==> src/logic/rv_exu_pkg.sv <==
// rv64i execute front definitions
package rv_exu_pkg;

  localparam int XLEN = 64;  // data and address width
  localparam int ILEN = 32;

  // major opcodes
  localparam logic [6:0] OP_LUI    = 7'b0110111;
  localparam logic [6:0] OP_AUIPC  = 7'b0010111;
  localparam logic [6:0] OP_JAL    = 7'b1101111;
  localparam logic [6:0] OP_JALR   = 7'b1100111;
  localparam logic [6:0] OP_BRANCH = 7'b1100011;
  localparam logic [6:0] OP_LOAD   = 7'b0000011;
  localparam logic [6:0] OP_STORE  = 7'b0100011;
  localparam logic [6:0] OP_IMM    = 7'b0010011;
  localparam logic [6:0] OP_IMM32  = 7'b0011011;
  localparam logic [6:0] OP_REG    = 7'b0110011;
  localparam logic [6:0] OP_REG32  = 7'b0111011;
  localparam logic [6:0] OP_SYSTEM = 7'b1110011;

  localparam logic [3:0] ALU_ADD     = 4'b0000;
  localparam logic [3:0] ALU_SLL     = 4'b0001;
  localparam logic [3:0] ALU_COPYIMM = 4'b0011;  // pass operand b
  localparam logic [3:0] ALU_OR      = 4'b0110;
  localparam logic [3:0] ALU_AND     = 4'b0111;
  localparam logic [3:0] ALU_SUB     = 4'b1000;
  localparam logic [3:0] ALU_SLTU    = 4'b1010;
  localparam logic [3:0] ALU_EBREAK  = 4'b1110;
  localparam logic [3:0] ALU_INVALID = 4'b1111;

  // lt/ltu and ge/geu share codes, signedness rides separately
  localparam logic [2:0] BR_NONE = 3'b000;
  localparam logic [2:0] BR_JAL  = 3'b001;
  localparam logic [2:0] BR_JALR = 3'b010;
  localparam logic [2:0] BR_EQ   = 3'b100;
  localparam logic [2:0] BR_NE   = 3'b101;
  localparam logic [2:0] BR_LT   = 3'b110;
  localparam logic [2:0] BR_GE   = 3'b111;
  localparam logic [2:0] BR_LTU  = 3'b110;
  localparam logic [2:0] BR_GEU  = 3'b111;

  localparam logic [2:0] MEM_SB   = 3'b000;
  localparam logic [2:0] MEM_UB   = 3'b001;
  localparam logic [2:0] MEM_SH   = 3'b010;
  localparam logic [2:0] MEM_UH   = 3'b011;
  localparam logic [2:0] MEM_SW   = 3'b100;
  localparam logic [2:0] MEM_UW   = 3'b101;
  localparam logic [2:0] MEM_SD   = 3'b110;
  localparam logic [2:0] MEM_NONE = 3'b111;

  localparam logic ASRC_RS1 = 1'b0;
  localparam logic ASRC_PC  = 1'b1;

  localparam logic [1:0] BSRC_RS2  = 2'b00;
  localparam logic [1:0] BSRC_IMM  = 2'b01;
  localparam logic [1:0] BSRC_FOUR = 2'b10;  // return address pc + 4

endpackage

==> src/logic/rv_decode_stage.sv <==
// rv64i decode stage
module rv_decode_stage (
  input  logic                        i_clk,
  input  logic                        i_rst_n,
  input  logic                        i_valid,
  input  logic [rv_exu_pkg::XLEN-1:0] i_pc,
  input  logic [rv_exu_pkg::ILEN-1:0] i_inst,
  input  logic [rv_exu_pkg::XLEN-1:0] i_rs1_val, i_rs2_val,
  output logic                        o_valid,
  output logic [rv_exu_pkg::XLEN-1:0] o_pc, o_rs1_val, o_rs2_val, o_imm,
  output logic [4:0]                  o_rd,
  output logic                        o_asrc,
  output logic [1:0]                  o_bsrc,
  output logic [3:0]                  o_alu_op,
  output logic [2:0]                  o_branch,
  output logic                        o_br_unsigned, o_word_cut,
  output logic                        o_reg_wr, o_mem_rd, o_mem_wr,
  output logic [2:0]                  o_mem_op
);

  logic [6:0] opcode;
  logic [2:0] funct3;
  logic [6:0] funct7;
  logic [rv_exu_pkg::XLEN-1:0] imm;
  logic [3:0] alu_op;
  logic [2:0] branch;
  logic [2:0] mem_op;
  logic [1:0] bsrc;

  assign opcode = i_inst[6:0];
  assign funct3 = i_inst[14:12];
  assign funct7 = i_inst[31:25];

  wire [63:0] imm_i = {{52{i_inst[31]}}, i_inst[31:20]};
  wire [63:0] imm_u = {{32{i_inst[31]}}, i_inst[31:12], 12'b0};
  wire [63:0] imm_s = {{52{i_inst[31]}}, i_inst[31:25], i_inst[11:7]};
  wire [63:0] imm_b = {{52{i_inst[31]}}, i_inst[7], i_inst[30:25], i_inst[11:8], 1'b0};
  wire [63:0] imm_j = {{44{i_inst[31]}}, i_inst[19:12], i_inst[20], i_inst[30:21], 1'b0};

  wire op_imm   = (opcode == rv_exu_pkg::OP_IMM);
  wire op_reg   = (opcode == rv_exu_pkg::OP_REG);
  wire op_reg32 = (opcode == rv_exu_pkg::OP_REG32);

  wire inst_lui    = (opcode == rv_exu_pkg::OP_LUI);
  wire inst_auipc  = (opcode == rv_exu_pkg::OP_AUIPC);
  wire inst_jal    = (opcode == rv_exu_pkg::OP_JAL);
  wire inst_jalr   = (opcode == rv_exu_pkg::OP_JALR) & (funct3 == 3'b000);
  wire inst_branch = (opcode == rv_exu_pkg::OP_BRANCH) & (funct3[2:1] != 2'b01);
  // lh lw ld lbu lhu
  wire inst_load   = (opcode == rv_exu_pkg::OP_LOAD) & (funct3 != 3'b000) & (funct3 <= 3'b101);
  wire inst_store  = (opcode == rv_exu_pkg::OP_STORE) & !funct3[2];
  wire inst_addi   = op_imm & (funct3 == 3'b000);
  wire inst_sltiu  = op_imm & (funct3 == 3'b011);
  wire inst_andi   = op_imm & (funct3 == 3'b111);
  wire inst_slli   = op_imm & (funct3 == 3'b001) & (funct7[6:1] == 6'b0);
  wire inst_add    = op_reg & (funct3 == 3'b000) & (funct7 == 7'b0000000);
  wire inst_sub    = op_reg & (funct3 == 3'b000) & (funct7 == 7'b0100000);
  wire inst_or     = op_reg & (funct3 == 3'b110) & (funct7 == 7'b0000000);
  wire inst_addiw  = (opcode == rv_exu_pkg::OP_IMM32) & (funct3 == 3'b000);
  wire inst_addw   = op_reg32 & (funct3 == 3'b000) & (funct7 == 7'b0000000);
  wire inst_subw   = op_reg32 & (funct3 == 3'b000) & (funct7 == 7'b0100000);
  wire inst_sllw   = op_reg32 & (funct3 == 3'b001) & (funct7 == 7'b0000000);
  wire inst_ebreak = (opcode == rv_exu_pkg::OP_SYSTEM) & (i_inst[31:7] == 25'h0002000);

  wire type_r = |{inst_add, inst_sub, inst_or, inst_addw, inst_subw, inst_sllw};
  wire type_i = |{inst_jalr, inst_load, inst_addi, inst_sltiu, inst_andi, inst_slli,
                  inst_addiw, inst_ebreak};
  wire type_u = inst_lui | inst_auipc;

  always_comb begin
    case (1'b1)
      type_i:      imm = imm_i;
      type_u:      imm = imm_u;
      inst_store:  imm = imm_s;
      inst_branch: imm = imm_b;
      inst_jal:    imm = imm_j;
      default:     imm = '0;  // r type has none
    endcase
  end

  always_comb begin
    if (inst_lui) alu_op = rv_exu_pkg::ALU_COPYIMM;
    else if (|{inst_auipc, inst_jal, inst_jalr, inst_addi, inst_add, inst_load,
               inst_store, inst_addiw, inst_addw}) alu_op = rv_exu_pkg::ALU_ADD;
    else if (inst_branch | inst_sub | inst_subw) alu_op = rv_exu_pkg::ALU_SUB;
    else if (inst_sltiu) alu_op = rv_exu_pkg::ALU_SLTU;
    else if (inst_andi) alu_op = rv_exu_pkg::ALU_AND;
    else if (inst_or) alu_op = rv_exu_pkg::ALU_OR;
    else if (inst_slli | inst_sllw) alu_op = rv_exu_pkg::ALU_SLL;
    else if (inst_ebreak) alu_op = rv_exu_pkg::ALU_EBREAK;
    else alu_op = rv_exu_pkg::ALU_INVALID;
  end

  always_comb begin
    branch = rv_exu_pkg::BR_NONE;
    if (inst_jal) branch = rv_exu_pkg::BR_JAL;
    else if (inst_jalr) branch = rv_exu_pkg::BR_JALR;
    else if (inst_branch) begin
      case (funct3)
        3'b000:  branch = rv_exu_pkg::BR_EQ;
        3'b001:  branch = rv_exu_pkg::BR_NE;
        3'b100:  branch = rv_exu_pkg::BR_LT;
        3'b101:  branch = rv_exu_pkg::BR_GE;
        3'b110:  branch = rv_exu_pkg::BR_LTU;
        default: branch = rv_exu_pkg::BR_GEU;
      endcase
    end
  end

  always_comb begin
    mem_op = rv_exu_pkg::MEM_NONE;
    if (inst_load | inst_store) begin
      case (funct3)
        3'b000:  mem_op = rv_exu_pkg::MEM_SB;
        3'b001:  mem_op = rv_exu_pkg::MEM_SH;
        3'b010:  mem_op = rv_exu_pkg::MEM_SW;
        3'b011:  mem_op = rv_exu_pkg::MEM_SD;
        3'b100:  mem_op = rv_exu_pkg::MEM_UB;
        3'b101:  mem_op = rv_exu_pkg::MEM_UH;
        default: mem_op = rv_exu_pkg::MEM_UW;  // lwu, never decoded
      endcase
    end
  end

  always_comb begin
    if (inst_jal | inst_jalr) bsrc = rv_exu_pkg::BSRC_FOUR;
    else if (type_i | type_u | inst_store) bsrc = rv_exu_pkg::BSRC_IMM;
    else bsrc = rv_exu_pkg::BSRC_RS2;
  end

  always_ff @(posedge i_clk) begin
    if (!i_rst_n) begin
      o_valid <= 1'b0;
    end else begin
      o_valid <= i_valid;
    end
  end

  always_ff @(posedge i_clk) begin
    o_pc          <= i_pc;
    o_rs1_val     <= i_rs1_val;
    o_rs2_val     <= i_rs2_val;
    o_imm         <= imm;
    o_rd          <= i_inst[11:7];
    o_asrc        <= (inst_jal | inst_jalr | inst_auipc) ? rv_exu_pkg::ASRC_PC
                                                         : rv_exu_pkg::ASRC_RS1;
    o_bsrc        <= bsrc;
    o_alu_op      <= alu_op;
    o_branch      <= branch;
    o_br_unsigned <= funct3[1];
    o_word_cut    <= |{inst_addiw, inst_addw, inst_subw, inst_sllw};
    o_reg_wr      <= type_r | type_u | inst_jal | (type_i & !inst_ebreak);
    o_mem_rd      <= inst_load;
    o_mem_wr      <= inst_store;
    o_mem_op      <= mem_op;
  end

endmodule

==> src/logic/rv_exec_stage.sv <==
// rv64i execute stage
module rv_exec_stage (
  input  logic                        i_clk,
  input  logic                        i_rst_n,
  input  logic                        i_valid,
  input  logic [rv_exu_pkg::XLEN-1:0] i_pc, i_rs1_val, i_rs2_val, i_imm,
  input  logic [4:0]                  i_rd,
  input  logic                        i_asrc,
  input  logic [1:0]                  i_bsrc,
  input  logic [3:0]                  i_alu_op,
  input  logic [2:0]                  i_branch,
  input  logic                        i_br_unsigned, i_word_cut,
  input  logic                        i_reg_wr, i_mem_rd, i_mem_wr,
  input  logic [2:0]                  i_mem_op,
  output logic                        o_valid,
  output logic [rv_exu_pkg::XLEN-1:0] o_pc, o_alu_res, o_rs2_val,
  output logic [4:0]                  o_rd,
  output logic                        o_word_cut, o_reg_wr, o_mem_rd, o_mem_wr,
  output logic [2:0]                  o_mem_op,
  output logic                        o_br_taken,
  output logic [rv_exu_pkg::XLEN-1:0] o_br_target,
  output logic                        o_ebreak, o_illegal
);

  logic [rv_exu_pkg::XLEN-1:0] op_a, op_b, alu_res, jalr_sum;
  logic [5:0] shamt;
  logic       lt;
  logic       taken;

  assign op_a  = (i_asrc == rv_exu_pkg::ASRC_PC) ? i_pc : i_rs1_val;
  assign shamt = i_word_cut ? {1'b0, op_b[4:0]} : op_b[5:0];  // 5 bit shift for w ops
  assign lt    = i_br_unsigned ? (i_rs1_val < i_rs2_val)
                               : ($signed(i_rs1_val) < $signed(i_rs2_val));
  assign jalr_sum = i_rs1_val + i_imm;

  always_comb begin
    case (i_bsrc)
      rv_exu_pkg::BSRC_RS2:  op_b = i_rs2_val;
      rv_exu_pkg::BSRC_IMM:  op_b = i_imm;
      rv_exu_pkg::BSRC_FOUR: op_b = 64'd4;
      default:               op_b = '0;
    endcase
  end

  always_comb begin
    case (i_alu_op)
      rv_exu_pkg::ALU_ADD:     alu_res = op_a + op_b;
      rv_exu_pkg::ALU_SUB:     alu_res = op_a - op_b;
      rv_exu_pkg::ALU_SLTU:    alu_res = {63'b0, op_a < op_b};
      rv_exu_pkg::ALU_AND:     alu_res = op_a & op_b;
      rv_exu_pkg::ALU_OR:      alu_res = op_a | op_b;
      rv_exu_pkg::ALU_SLL:     alu_res = op_a << shamt;
      rv_exu_pkg::ALU_COPYIMM: alu_res = op_b;
      default:                 alu_res = '0;
    endcase
  end

  always_comb begin
    case (i_branch)
      rv_exu_pkg::BR_JAL,
      rv_exu_pkg::BR_JALR: taken = 1'b1;
      rv_exu_pkg::BR_EQ:   taken = (i_rs1_val == i_rs2_val);
      rv_exu_pkg::BR_NE:   taken = (i_rs1_val != i_rs2_val);
      rv_exu_pkg::BR_LT:   taken = lt;
      rv_exu_pkg::BR_GE:   taken = !lt;
      default:             taken = 1'b0;
    endcase
  end

  always_ff @(posedge i_clk) begin
    if (!i_rst_n) begin
      o_valid <= 1'b0;
    end else begin
      o_valid <= i_valid;
    end
  end

  always_ff @(posedge i_clk) begin
    o_pc        <= i_pc;
    o_alu_res   <= alu_res;
    o_rs2_val   <= i_rs2_val;
    o_rd        <= i_rd;
    o_word_cut  <= i_word_cut;
    o_reg_wr    <= i_reg_wr;
    o_mem_rd    <= i_mem_rd;
    o_mem_wr    <= i_mem_wr;
    o_mem_op    <= i_mem_op;
    o_br_taken  <= taken;
    o_br_target <= (i_branch == rv_exu_pkg::BR_JALR) ? {jalr_sum[63:1], 1'b0}
                                                     : i_pc + i_imm;
    o_ebreak    <= (i_alu_op == rv_exu_pkg::ALU_EBREAK);
    o_illegal   <= (i_alu_op == rv_exu_pkg::ALU_INVALID);
  end

endmodule

==> src/logic/rv_exu_pipe.sv <==
// rv64i execute front top
module rv_exu_pipe (
  input  logic                        i_clk,
  input  logic                        i_rst_n,
  input  logic                        i_valid,
  input  logic [rv_exu_pkg::XLEN-1:0] i_pc,
  input  logic [rv_exu_pkg::ILEN-1:0] i_inst,
  input  logic [rv_exu_pkg::XLEN-1:0] i_rs1_val, i_rs2_val,
  output logic                        o_valid,
  output logic [rv_exu_pkg::XLEN-1:0] o_pc,
  output logic [4:0]                  o_rd,
  output logic                        o_reg_wr,
  output logic [rv_exu_pkg::XLEN-1:0] o_result,
  output logic                        o_mem_rd, o_mem_wr,
  output logic [2:0]                  o_mem_op,
  output logic [rv_exu_pkg::XLEN-1:0] o_mem_wdata,
  output logic                        o_br_taken,
  output logic [rv_exu_pkg::XLEN-1:0] o_br_target,
  output logic                        o_ebreak, o_illegal
);

  // decode to execute
  logic                        d_valid;
  logic [rv_exu_pkg::XLEN-1:0] d_pc, d_rs1_val, d_rs2_val, d_imm;
  logic [4:0]                  d_rd;
  logic                        d_asrc;
  logic [1:0]                  d_bsrc;
  logic [3:0]                  d_alu_op;
  logic [2:0]                  d_branch, d_mem_op;
  logic                        d_br_unsigned, d_word_cut, d_reg_wr, d_mem_rd, d_mem_wr;

  // execute to result
  logic                        e_valid;
  logic [rv_exu_pkg::XLEN-1:0] e_pc, e_alu_res, e_rs2_val, e_br_target;
  logic [4:0]                  e_rd;
  logic [2:0]                  e_mem_op;
  logic                        e_word_cut, e_reg_wr, e_mem_rd, e_mem_wr;
  logic                        e_br_taken, e_ebreak, e_illegal;

  rv_decode_stage decode_i (
    .i_clk         (i_clk),
    .i_rst_n       (i_rst_n),
    .i_valid       (i_valid),
    .i_pc          (i_pc),
    .i_inst        (i_inst),
    .i_rs1_val     (i_rs1_val),
    .i_rs2_val     (i_rs2_val),
    .o_valid       (d_valid),
    .o_pc          (d_pc),
    .o_rs1_val     (d_rs1_val),
    .o_rs2_val     (d_rs2_val),
    .o_imm         (d_imm),
    .o_rd          (d_rd),
    .o_asrc        (d_asrc),
    .o_bsrc        (d_bsrc),
    .o_alu_op      (d_alu_op),
    .o_branch      (d_branch),
    .o_br_unsigned (d_br_unsigned),
    .o_word_cut    (d_word_cut),
    .o_reg_wr      (d_reg_wr),
    .o_mem_rd      (d_mem_rd),
    .o_mem_wr      (d_mem_wr),
    .o_mem_op      (d_mem_op)
  );

  rv_exec_stage exec_i (
    .i_clk         (i_clk),
    .i_rst_n       (i_rst_n),
    .i_valid       (d_valid),
    .i_pc          (d_pc),
    .i_rs1_val     (d_rs1_val),
    .i_rs2_val     (d_rs2_val),
    .i_imm         (d_imm),
    .i_rd          (d_rd),
    .i_asrc        (d_asrc),
    .i_bsrc        (d_bsrc),
    .i_alu_op      (d_alu_op),
    .i_branch      (d_branch),
    .i_br_unsigned (d_br_unsigned),
    .i_word_cut    (d_word_cut),
    .i_reg_wr      (d_reg_wr),
    .i_mem_rd      (d_mem_rd),
    .i_mem_wr      (d_mem_wr),
    .i_mem_op      (d_mem_op),
    .o_valid       (e_valid),
    .o_pc          (e_pc),
    .o_alu_res     (e_alu_res),
    .o_rs2_val     (e_rs2_val),
    .o_rd          (e_rd),
    .o_word_cut    (e_word_cut),
    .o_reg_wr      (e_reg_wr),
    .o_mem_rd      (e_mem_rd),
    .o_mem_wr      (e_mem_wr),
    .o_mem_op      (e_mem_op),
    .o_br_taken    (e_br_taken),
    .o_br_target   (e_br_target),
    .o_ebreak      (e_ebreak),
    .o_illegal     (e_illegal)
  );

  rv_result_stage result_i (
    .i_clk       (i_clk),
    .i_rst_n     (i_rst_n),
    .i_valid     (e_valid),
    .i_pc        (e_pc),
    .i_alu_res   (e_alu_res),
    .i_rs2_val   (e_rs2_val),
    .i_rd        (e_rd),
    .i_word_cut  (e_word_cut),
    .i_reg_wr    (e_reg_wr),
    .i_mem_rd    (e_mem_rd),
    .i_mem_wr    (e_mem_wr),
    .i_mem_op    (e_mem_op),
    .i_br_taken  (e_br_taken),
    .i_br_target (e_br_target),
    .i_ebreak    (e_ebreak),
    .i_illegal   (e_illegal),
    .o_valid     (o_valid),
    .o_pc        (o_pc),
    .o_rd        (o_rd),
    .o_reg_wr    (o_reg_wr),
    .o_result    (o_result),
    .o_mem_rd    (o_mem_rd),
    .o_mem_wr    (o_mem_wr),
    .o_mem_op    (o_mem_op),
    .o_mem_wdata (o_mem_wdata),
    .o_br_taken  (o_br_taken),
    .o_br_target (o_br_target),
    .o_ebreak    (o_ebreak),
    .o_illegal   (o_illegal)
  );

endmodule

==> src/logic/rv_result_stage.sv <==
// rv64i result stage
module rv_result_stage (
  input  logic                        i_clk,
  input  logic                        i_rst_n,
  input  logic                        i_valid,
  input  logic [rv_exu_pkg::XLEN-1:0] i_pc, i_alu_res, i_rs2_val,
  input  logic [4:0]                  i_rd,
  input  logic                        i_word_cut, i_reg_wr, i_mem_rd, i_mem_wr,
  input  logic [2:0]                  i_mem_op,
  input  logic                        i_br_taken,
  input  logic [rv_exu_pkg::XLEN-1:0] i_br_target,
  input  logic                        i_ebreak, i_illegal,
  output logic                        o_valid,
  output logic [rv_exu_pkg::XLEN-1:0] o_pc,
  output logic [4:0]                  o_rd,
  output logic                        o_reg_wr,
  output logic [rv_exu_pkg::XLEN-1:0] o_result,
  output logic                        o_mem_rd, o_mem_wr,
  output logic [2:0]                  o_mem_op,
  output logic [rv_exu_pkg::XLEN-1:0] o_mem_wdata,
  output logic                        o_br_taken,
  output logic [rv_exu_pkg::XLEN-1:0] o_br_target,
  output logic                        o_ebreak, o_illegal
);

  logic [rv_exu_pkg::XLEN-1:0] result;

  // w ops keep the low word, sign extended
  assign result = i_word_cut ? {{32{i_alu_res[31]}}, i_alu_res[31:0]} : i_alu_res;

  always_ff @(posedge i_clk) begin
    if (!i_rst_n) begin
      o_valid    <= 1'b0;
      o_reg_wr   <= 1'b0;
      o_mem_rd   <= 1'b0;
      o_mem_wr   <= 1'b0;
      o_br_taken <= 1'b0;
      o_ebreak   <= 1'b0;
      o_illegal  <= 1'b0;
    end else begin
      o_valid    <= i_valid;
      o_reg_wr   <= i_valid & i_reg_wr;
      o_mem_rd   <= i_valid & i_mem_rd;
      o_mem_wr   <= i_valid & i_mem_wr;
      o_br_taken <= i_valid & i_br_taken;
      o_ebreak   <= i_valid & i_ebreak;
      o_illegal  <= i_valid & i_illegal;
    end
  end

  always_ff @(posedge i_clk) begin
    o_pc        <= i_pc;
    o_rd        <= i_rd;
    o_result    <= result;  // also the load/store address
    o_mem_op    <= i_mem_op;
    o_mem_wdata <= i_rs2_val;
    o_br_target <= i_br_target;
  end

endmodule

==> config.mk <==
export PLATFORM = sky130hd
export DESIGN_NAME = rv_exu_pipe
export DESIGN_NICKNAME = d
export VERILOG_FILES = /design/src/logic/rv_exu_pkg.sv /design/src/logic/rv_decode_stage.sv /design/src/logic/rv_exec_stage.sv /design/src/logic/rv_exu_pipe.sv /design/src/logic/rv_result_stage.sv
export SDC_FILE = /design/constraint.sdc
export NUM_CORES = 2
export LEC_CHECK = 0
export BUFFER_PORTS_ARGS = -buffer_cell sky130_fd_sc_hd__buf_4
export CORE_MARGIN = 2
export CORE_UTILIZATION = 29
export CTS_BUF_LIST = sky130_fd_sc_hd__clkbuf_8
export DETAILED_ROUTE_END_ITERATION = 6
export GPL_TIMING_DRIVEN = 0
export HOLD_SLACK_MARGIN = 0.12
export RECOVER_POWER = 50
export SLEW_MARGIN = 20
export SYNTH_ARGS = -nofsm -noshare
export SYNTH_HDL_FRONTEND = slang
export SYNTH_HIERARCHICAL = 1
export SYNTH_SLANG_ARGS = --single-unit
==> constraint.sdc <==
create_clock -name i_clk -period 5.8 [get_ports i_clk]
set_clock_uncertainty 0.2 [all_clocks]
set_input_delay 0.29 -clock i_clk [delete_from_list [all_inputs] [get_ports i_clk]]
set_output_delay 0.29 -clock i_clk [all_outputs]
set_load 0.05 [all_outputs]
-- Yosys cells after proc, flatten, opt, wreduce, memory -nomap -nowiden
Cells that the tools add are included.
W data, S select, Z words.
- multiplexer cells: 26
- add/subtract/negate cells: 4
- shifts and indexed selects: 1
- eq/ne operators: 40
- $lt $le $gt $ge: 4
- reductions and logical operators: 18
- bitwise operators: 44
- operator list (cell ; count):
    $mux W64 ; 8
    $pmux W64 S7 ; 1
    $add A64 B64 Y64 ; 3
    $lt A64 B64 Y1 ; 3
    $pmux W64 S3 ; 1
    $and A64 B64 Y64 ; 1
    $eq A64 B64 Y1 ; 1
    $ne A64 B64 Y1 ; 1
    $or A64 B64 Y64 ; 1
    $shl A64 B6 Y64 ; 1
    $sub A64 B64 Y64 ; 1
    $eq A7 B6 Y1 const B ; 5
    $and A1 B1 Y1 ; 29
    $eq A7 B7 Y1 const B ; 4
    $eq A25 B14 Y1 const B ; 1
    $eq A3 B3 Y1 const B ; 8
    $eq A7 B5 Y1 const B ; 3
    $mux W4 ; 5
    $pmux W3 S6 ; 1
    $eq A4 B4 Y1 const B ; 4
    $or A1 B1 Y1 ; 12
    $reduce_or A12 Y1 ; 1
    $reduce_or A10 Y1 ; 1
    $eq A3 B2 Y1 const B ; 3
    other kinds (28) ; 38
- bits in registers: 823

-- Logic depth before layout (Yosys ltp)
- word-level depth: 10
- gate-level depth with buffers: 20

-- By module
The synthesis kept the hierarchy.
- modules (own cells, without submodules) (module ; cells an instance ; sequential area each (um^2) ; area each (um^2) ; times used):
    rv_exec_stage ; 4179 ; 5445.2 ; 31461.4 ; 1
    rv_decode_stage ; 441 ; 4964.8 ; 6108.4 ; 1
    rv_result_stage ; 317 ; 5425.2 ; 5998.3 ; 1

-- Least setup slack after synthesis
Ideal clock, no wire load.
- path type: register -> register
- start point: register decode_i.o_bsrc[0]
- end point: register exec_i/o_alu_res[56] (netlist name)
- setup time: 0.130 ns
- buffers on the path: 4
- path slack: 1.051 ns
- arrival: 4.419 ns
- cell stages (with the launch flop): 17
- path through: dfxtp_1 > buf_4 > buf_1 > buf_1 > mux2i_1 > nor2_1 > inv_1 > ha_1 > clkbuf_1 > or2_2 > or3_1 > o22ai_2 > o21ai_1 > a2111o_1 > a2111oi_2 > or2_1 > o211ai_1
- cells in the longest elaborated chain, start to end: 5
- elaborated cells between the ends (all ways): 11
- RTL lines (element ; RTL line ; source):
    start: declaration ; rv_decode_stage.sv:13 ; output logic [1:0] o_bsrc,
    start signal: assignment ; rv_decode_stage.sv:147 ; o_bsrc <= bsrc;
    $eq A2 B2 Y1, or another cell as far along ; rv_exec_stage.sv:37 ; case (i_bsrc)
    $pmux W64 S3 (*) ; rv_exec_stage.sv:37 ;
    parallel branches: the longest is 2 deep, another holds $sub A64 B64 Y64 ; -- ;
    $pmux W64 S7 (*) ; rv_exec_stage.sv:46 ; case (i_alu_op)
    via exec_i.alu_res, one bit ; rv_exec_stage.sv:25 ; logic [rv_exu_pkg::XLEN-1:0] op_a, op_b, alu_res, jalr_sum;
    end signal: assignment ; rv_exec_stage.sv:80 ; o_alu_res <= alu_res;
    end: declaration ; rv_exec_stage.sv:16 ; output logic [rv_exu_pkg::XLEN-1:0] o_pc, o_alu_res, o_rs2_val,
Mark *: on every way through the listed nets, which the timed path passes.
A chain may end at the register's enable or synchronous reset.

-- Worst setup path after layout
- start point: register decode_i.o_bsrc[0]
- end point: register exec_i/o_alu_res[63] (netlist name)
The elaborated chain is that of the path after synthesis.

==> summary.txt <==
YOSYS
------------------------------------------------------------------------------
Area leader, netlist                                                   dfxtp_1
Largest cells by area after synthesis                             dfxtp_1 36%, ha_1 12%, a21oi_1 4.8%
Netlist cell types                                                         115
Number of storage elements in the synthesis netlist                        791
Dominant register cell in the synthesized netlist                      dfxtp_1
Number of enable-type register cells in the synthesized netlist              0
Mapped Cells                                                              4937
Total of warnings raised by yosys                                            6
Share of the yosys chip area belonging to registers                     36.35%
Post-Syn Nets                                                             5580
Fraction of registers with async set/reset                                  0%
Area share of the largest cell type after synthesis                     36.35%
Mean post-synth cell area                                            8.825 um2
Cell area after synthesis                                            43570 um2

GLOBAL ROUTING
------------------------------------------------------------------------------
Via count of the first global-routing pass                               43610
Combined global-route utilization of all metal layers                   28.76%
Largest net degree at the start of global routing                           36
Global route overflow                                                        0
First-pass GRT wire length                                            315.6 mm
Antenna violations before repair                                            28

POWER AND IR DROP
------------------------------------------------------------------------------
Clock network fraction of design power                                   36.8%
Sw frac                                                                 33.35%
Leakage Power                                                         25.90 nW
Power per Cell Area                                               258.8 nW/um2
Logic pwr share                                                          23.6%
Worst supply voltage drop on vdd                                      284.1 uV
Proportion of power drawn by flip-flops and latches                      39.6%
Power, Total                                                          15.02 mW
Cell-internal power                                                   10.01 mW
Net switching power of the design                                     5.010 mW

CRITICAL PATH
------------------------------------------------------------------------------
Register-to-register setup slack                                        -40 ps
End of the worst register-to-register path                        exec_i/o_alu_res[63]
Critical path arrival                                                  6370 ps
Setup crit end kind                                                  flip-flop
Crit path to                                                      exec_i/o_alu_res[63]
WP data required                                                       6330 ps
Cells on worst reg2reg path                                                 17
Critical path startpoint category                                    flip-flop
Timing startpoint of the critical path                            decode_i/o_bsrc[0]
Critical setup path kind                                          flip-flop to flip-flop
Highest fanout seen on the critical path                                    11
Launching point of the worst reg2reg path                         decode_i/o_bsrc[0]

STA
------------------------------------------------------------------------------
Setup TNS Final                                                      -63.63 ps
Final setup violation count                                                  3
Period utilisation layout                                               100.7%
Worst-Margin Slew                                                      1369 ps
Max Clk Rate                                                        0.1713 GHz
Setup repair after global routing missed its margin                        yes
Relative slew slack                                                     8.747%
Setup ws final                                                       -37.73 ps
Max-slew violation count                                                     0
Final Hold Fails                                                             0
Final hold slack                                                      107.5 ps
Min Tclk post-route                                                    5838 ps

STATUS
------------------------------------------------------------------------------
Violations in the final reports                                   setup timing
Outcome                                                           finished with violations

ROUTING
------------------------------------------------------------------------------
Avg Vias per Cell                                                        5.378
Routed Wire Length                                                    228.0 mm
Final antenna-violating net count                                            0
DRC violation total after the first TritonRoute iteration                 4562
Wire per inst                                                         27.87 um
Vias after detailed routing                                              44000
DRC violations left                                                          0
Detailed Routing Iterations Pass 1                                           6

DIE
------------------------------------------------------------------------------
Area enclosed by the die boundary                                   153400 um2
Row Count                                                                  142
Initial Utilization                                                     29.16%
Die outline width                                                     391.6 um
Placeable core area                                                 149400 um2
Die extent in y                                                       391.6 um
Number of placed I/O pins                                                  498

PLACED DESIGN
------------------------------------------------------------------------------
IO buf count                                                               493
Number of placed instances, taps included                                 7448
Final HPWL from detailed placement                                    181.8 mm
Post-placement setup slack                                            -1687 ps
RD Place Congestion                                                      1.046

CLOCKING
------------------------------------------------------------------------------
Clock sink count                                                           791
Latest clock arrival within the worst-skew pair                         920 ps
H-tree levels                                                                4
CTS clock-pin slew for the worst setup and hold paths                    60 ps
Number of buffers created by CTS                                           133
TritonCTS clock tree                                                     built
Maximum buffer depth of the clock tree                                       3
Clock root buffer                                                     clkbuf_8

FINISH
------------------------------------------------------------------------------
Final-stage net count                                                     6695
Proportion of layout cells with a drive suffix above 1                  17.14%
Count of fill cells added during filler insertion                        14950
Cell Count, Final, Fillers Out                                            8181
Syn-to-layout area delta                                                33.24%
Most common cell after layout, fill and taps aside                     dfxtp_1
Commonest cells after routing, fill and taps aside                790 x dfxtp_1, 491 x dlygate4sd3_1, 418 x a21oi_1, 412 x ha_1, 406 x nand2_1

WORST HOLD PATH
------------------------------------------------------------------------------
Hold/Removal Path Class                                           flip-flop to flip-flop
Hold Path Cell Cnt                                                           0

FLOW RUN
------------------------------------------------------------------------------
Maximum Capacitance Violations                                               0

-- registers in the layout, indices dropped and copies added, names as in the netlist, 4 cells and up --
signal / count
decode_i/o_pc: 64
decode_i/o_rs1_val: 64
decode_i/o_rs2_val: 64
exec_i/o_alu_res: 64
exec_i/o_br_target: 64
exec_i/o_pc: 64
exec_i/o_rs2_val: 64
result_i/o_br_target: 64
result_i/o_mem_wdata: 64
result_i/o_pc: 64
result_i/o_result: 64
decode_i/o_imm: 32
decode_i/o_rd: 5
exec_i/o_rd: 5
result_i/o_rd: 5
decode_i/o_alu_op: 4
-- critical path, stage by stage (launching register included) --
cell	delay, ps
dfxtp_1	390
buf_4	300
mux2i_1	650
nor2_2	230
clkbuf_2	260
clkbuf_4	290
ha_1	300
buf_2	190
or3_1	360
o22a_1	290
o41ai_4	530
o2111ai_2	300
a211oi_2	390
o211ai_2	230
and2_1	230
o2111a_1	240
o22ai_1	130
nand3b_1	140
-- routing by layer --
layer | GRT usage, % | up-vias | routed length [um]
li1 | - | 19910 | -
met1 | 36.47 | 21220 | 94260
met2 | 46.12 | 2350 | 102200
met3 | 6.154 | 514 | 19570
met4 | 14.04 | 8 | 11920
met5 | 0 | - | 60
-- logic make-up after synthesis --
family                   share of synthesized area, %
AO/OA/AOI/OAI                                   21.20
AND/OR/NAND/NOR                                 13.86
flip-flops                                      36.35
XOR/XNOR                                        3.377
adder cells (fa/ha/maj)                         12.02
buffers and inverters                           5.824
multiplexers                                    7.381
-- worst min-delay path by stage --
stage                                           to                   start  slack [ps]
after floorplan                 exec_i/o_mem_op[0]    decode_i/o_mem_op[0]         110
after global placement    result_i/o_mem_wdata[29]    exec_i/o_rs2_val[29]         110
after detailed placement          result_i/o_pc[6]          exec_i/o_pc[6]         110
after CTS                     decode_i/o_mem_op[1]              i_inst[12]         120
after global routing      result_i/o_br_target[14]  exec_i/o_br_target[14]         130
final                     result_i/o_br_target[14]  exec_i/o_br_target[14]         110
-- cell type report --
type	instances	area, um2	share of cell area, %
Buffer	278	1448	2.494
Sequential cell	791	15840	27.28
Clock buffer	162	2230	3.841
Tap cell	2016	2522	4.345
Clock inverter	69	718.2	1.237
Multi-Input combinational cell	3552	25450	43.85
Inverter	308	1156	1.992
Antenna cell	17	42.54	0.07328
Timing Repair Buffer	988	8646	14.89
-- through the flow --
| stage | area (um2) | util (%) |
|---|---|---|
| after floorplan | 43570 | - |
| after global placement | 49790 | 33.32 |
| after detailed placement | 49840 | 33.35 |
| after CTS | 57830 | 38.70 |
| after global routing | 58030 | 38.83 |
| final | 58050 | 38.85 |
-- power groups by stage --
stage / logic [mW] / clock network (mW) / registers [mW]
floorplan: 1.64 / 0 / 6.25
global placement: 3.16 / 0 / 6.06
detailed placement: 3.14 / 0 / 6.06
CTS: 3.42 / 5.66 / 5.94
global route: 3.71 / 5.92 / 5.96
finish: 3.55 / 5.53 / 5.95
-- synthesized netlist by cell type (38+ instances only) --
library cell,n
a21o_1,142
o211ai_1,50
a221oi_1,74
nor2b_1,46
nand4_1,78
nor4_1,38
o21ai_0,239
nor3_1,90
xnor2_1,116
nor2_1,392
a21oi_1,420
dfxtp_1,791
xor2_1,52
inv_1,286
a211oi_1,43
ha_1,412
o21ai_1,66
clkbuf_1,158
buf_1,38
nand3_1,73
mux2i_1,141
nand2_1,406
mux2_2,39
buf_2,41
o21bai_1,70
-- what timing repair did --
item | CTS | global route
hold endpoints to repair | 261 | 0
gates resized for setup | 71 | 47
setup endpoints to repair | 55 | 31
pin swaps | 0 | 2
hold buffers | 491 | 0
buffers inserted | 1 | 0
No activity file was read; power rests on OpenSTA's default activity.
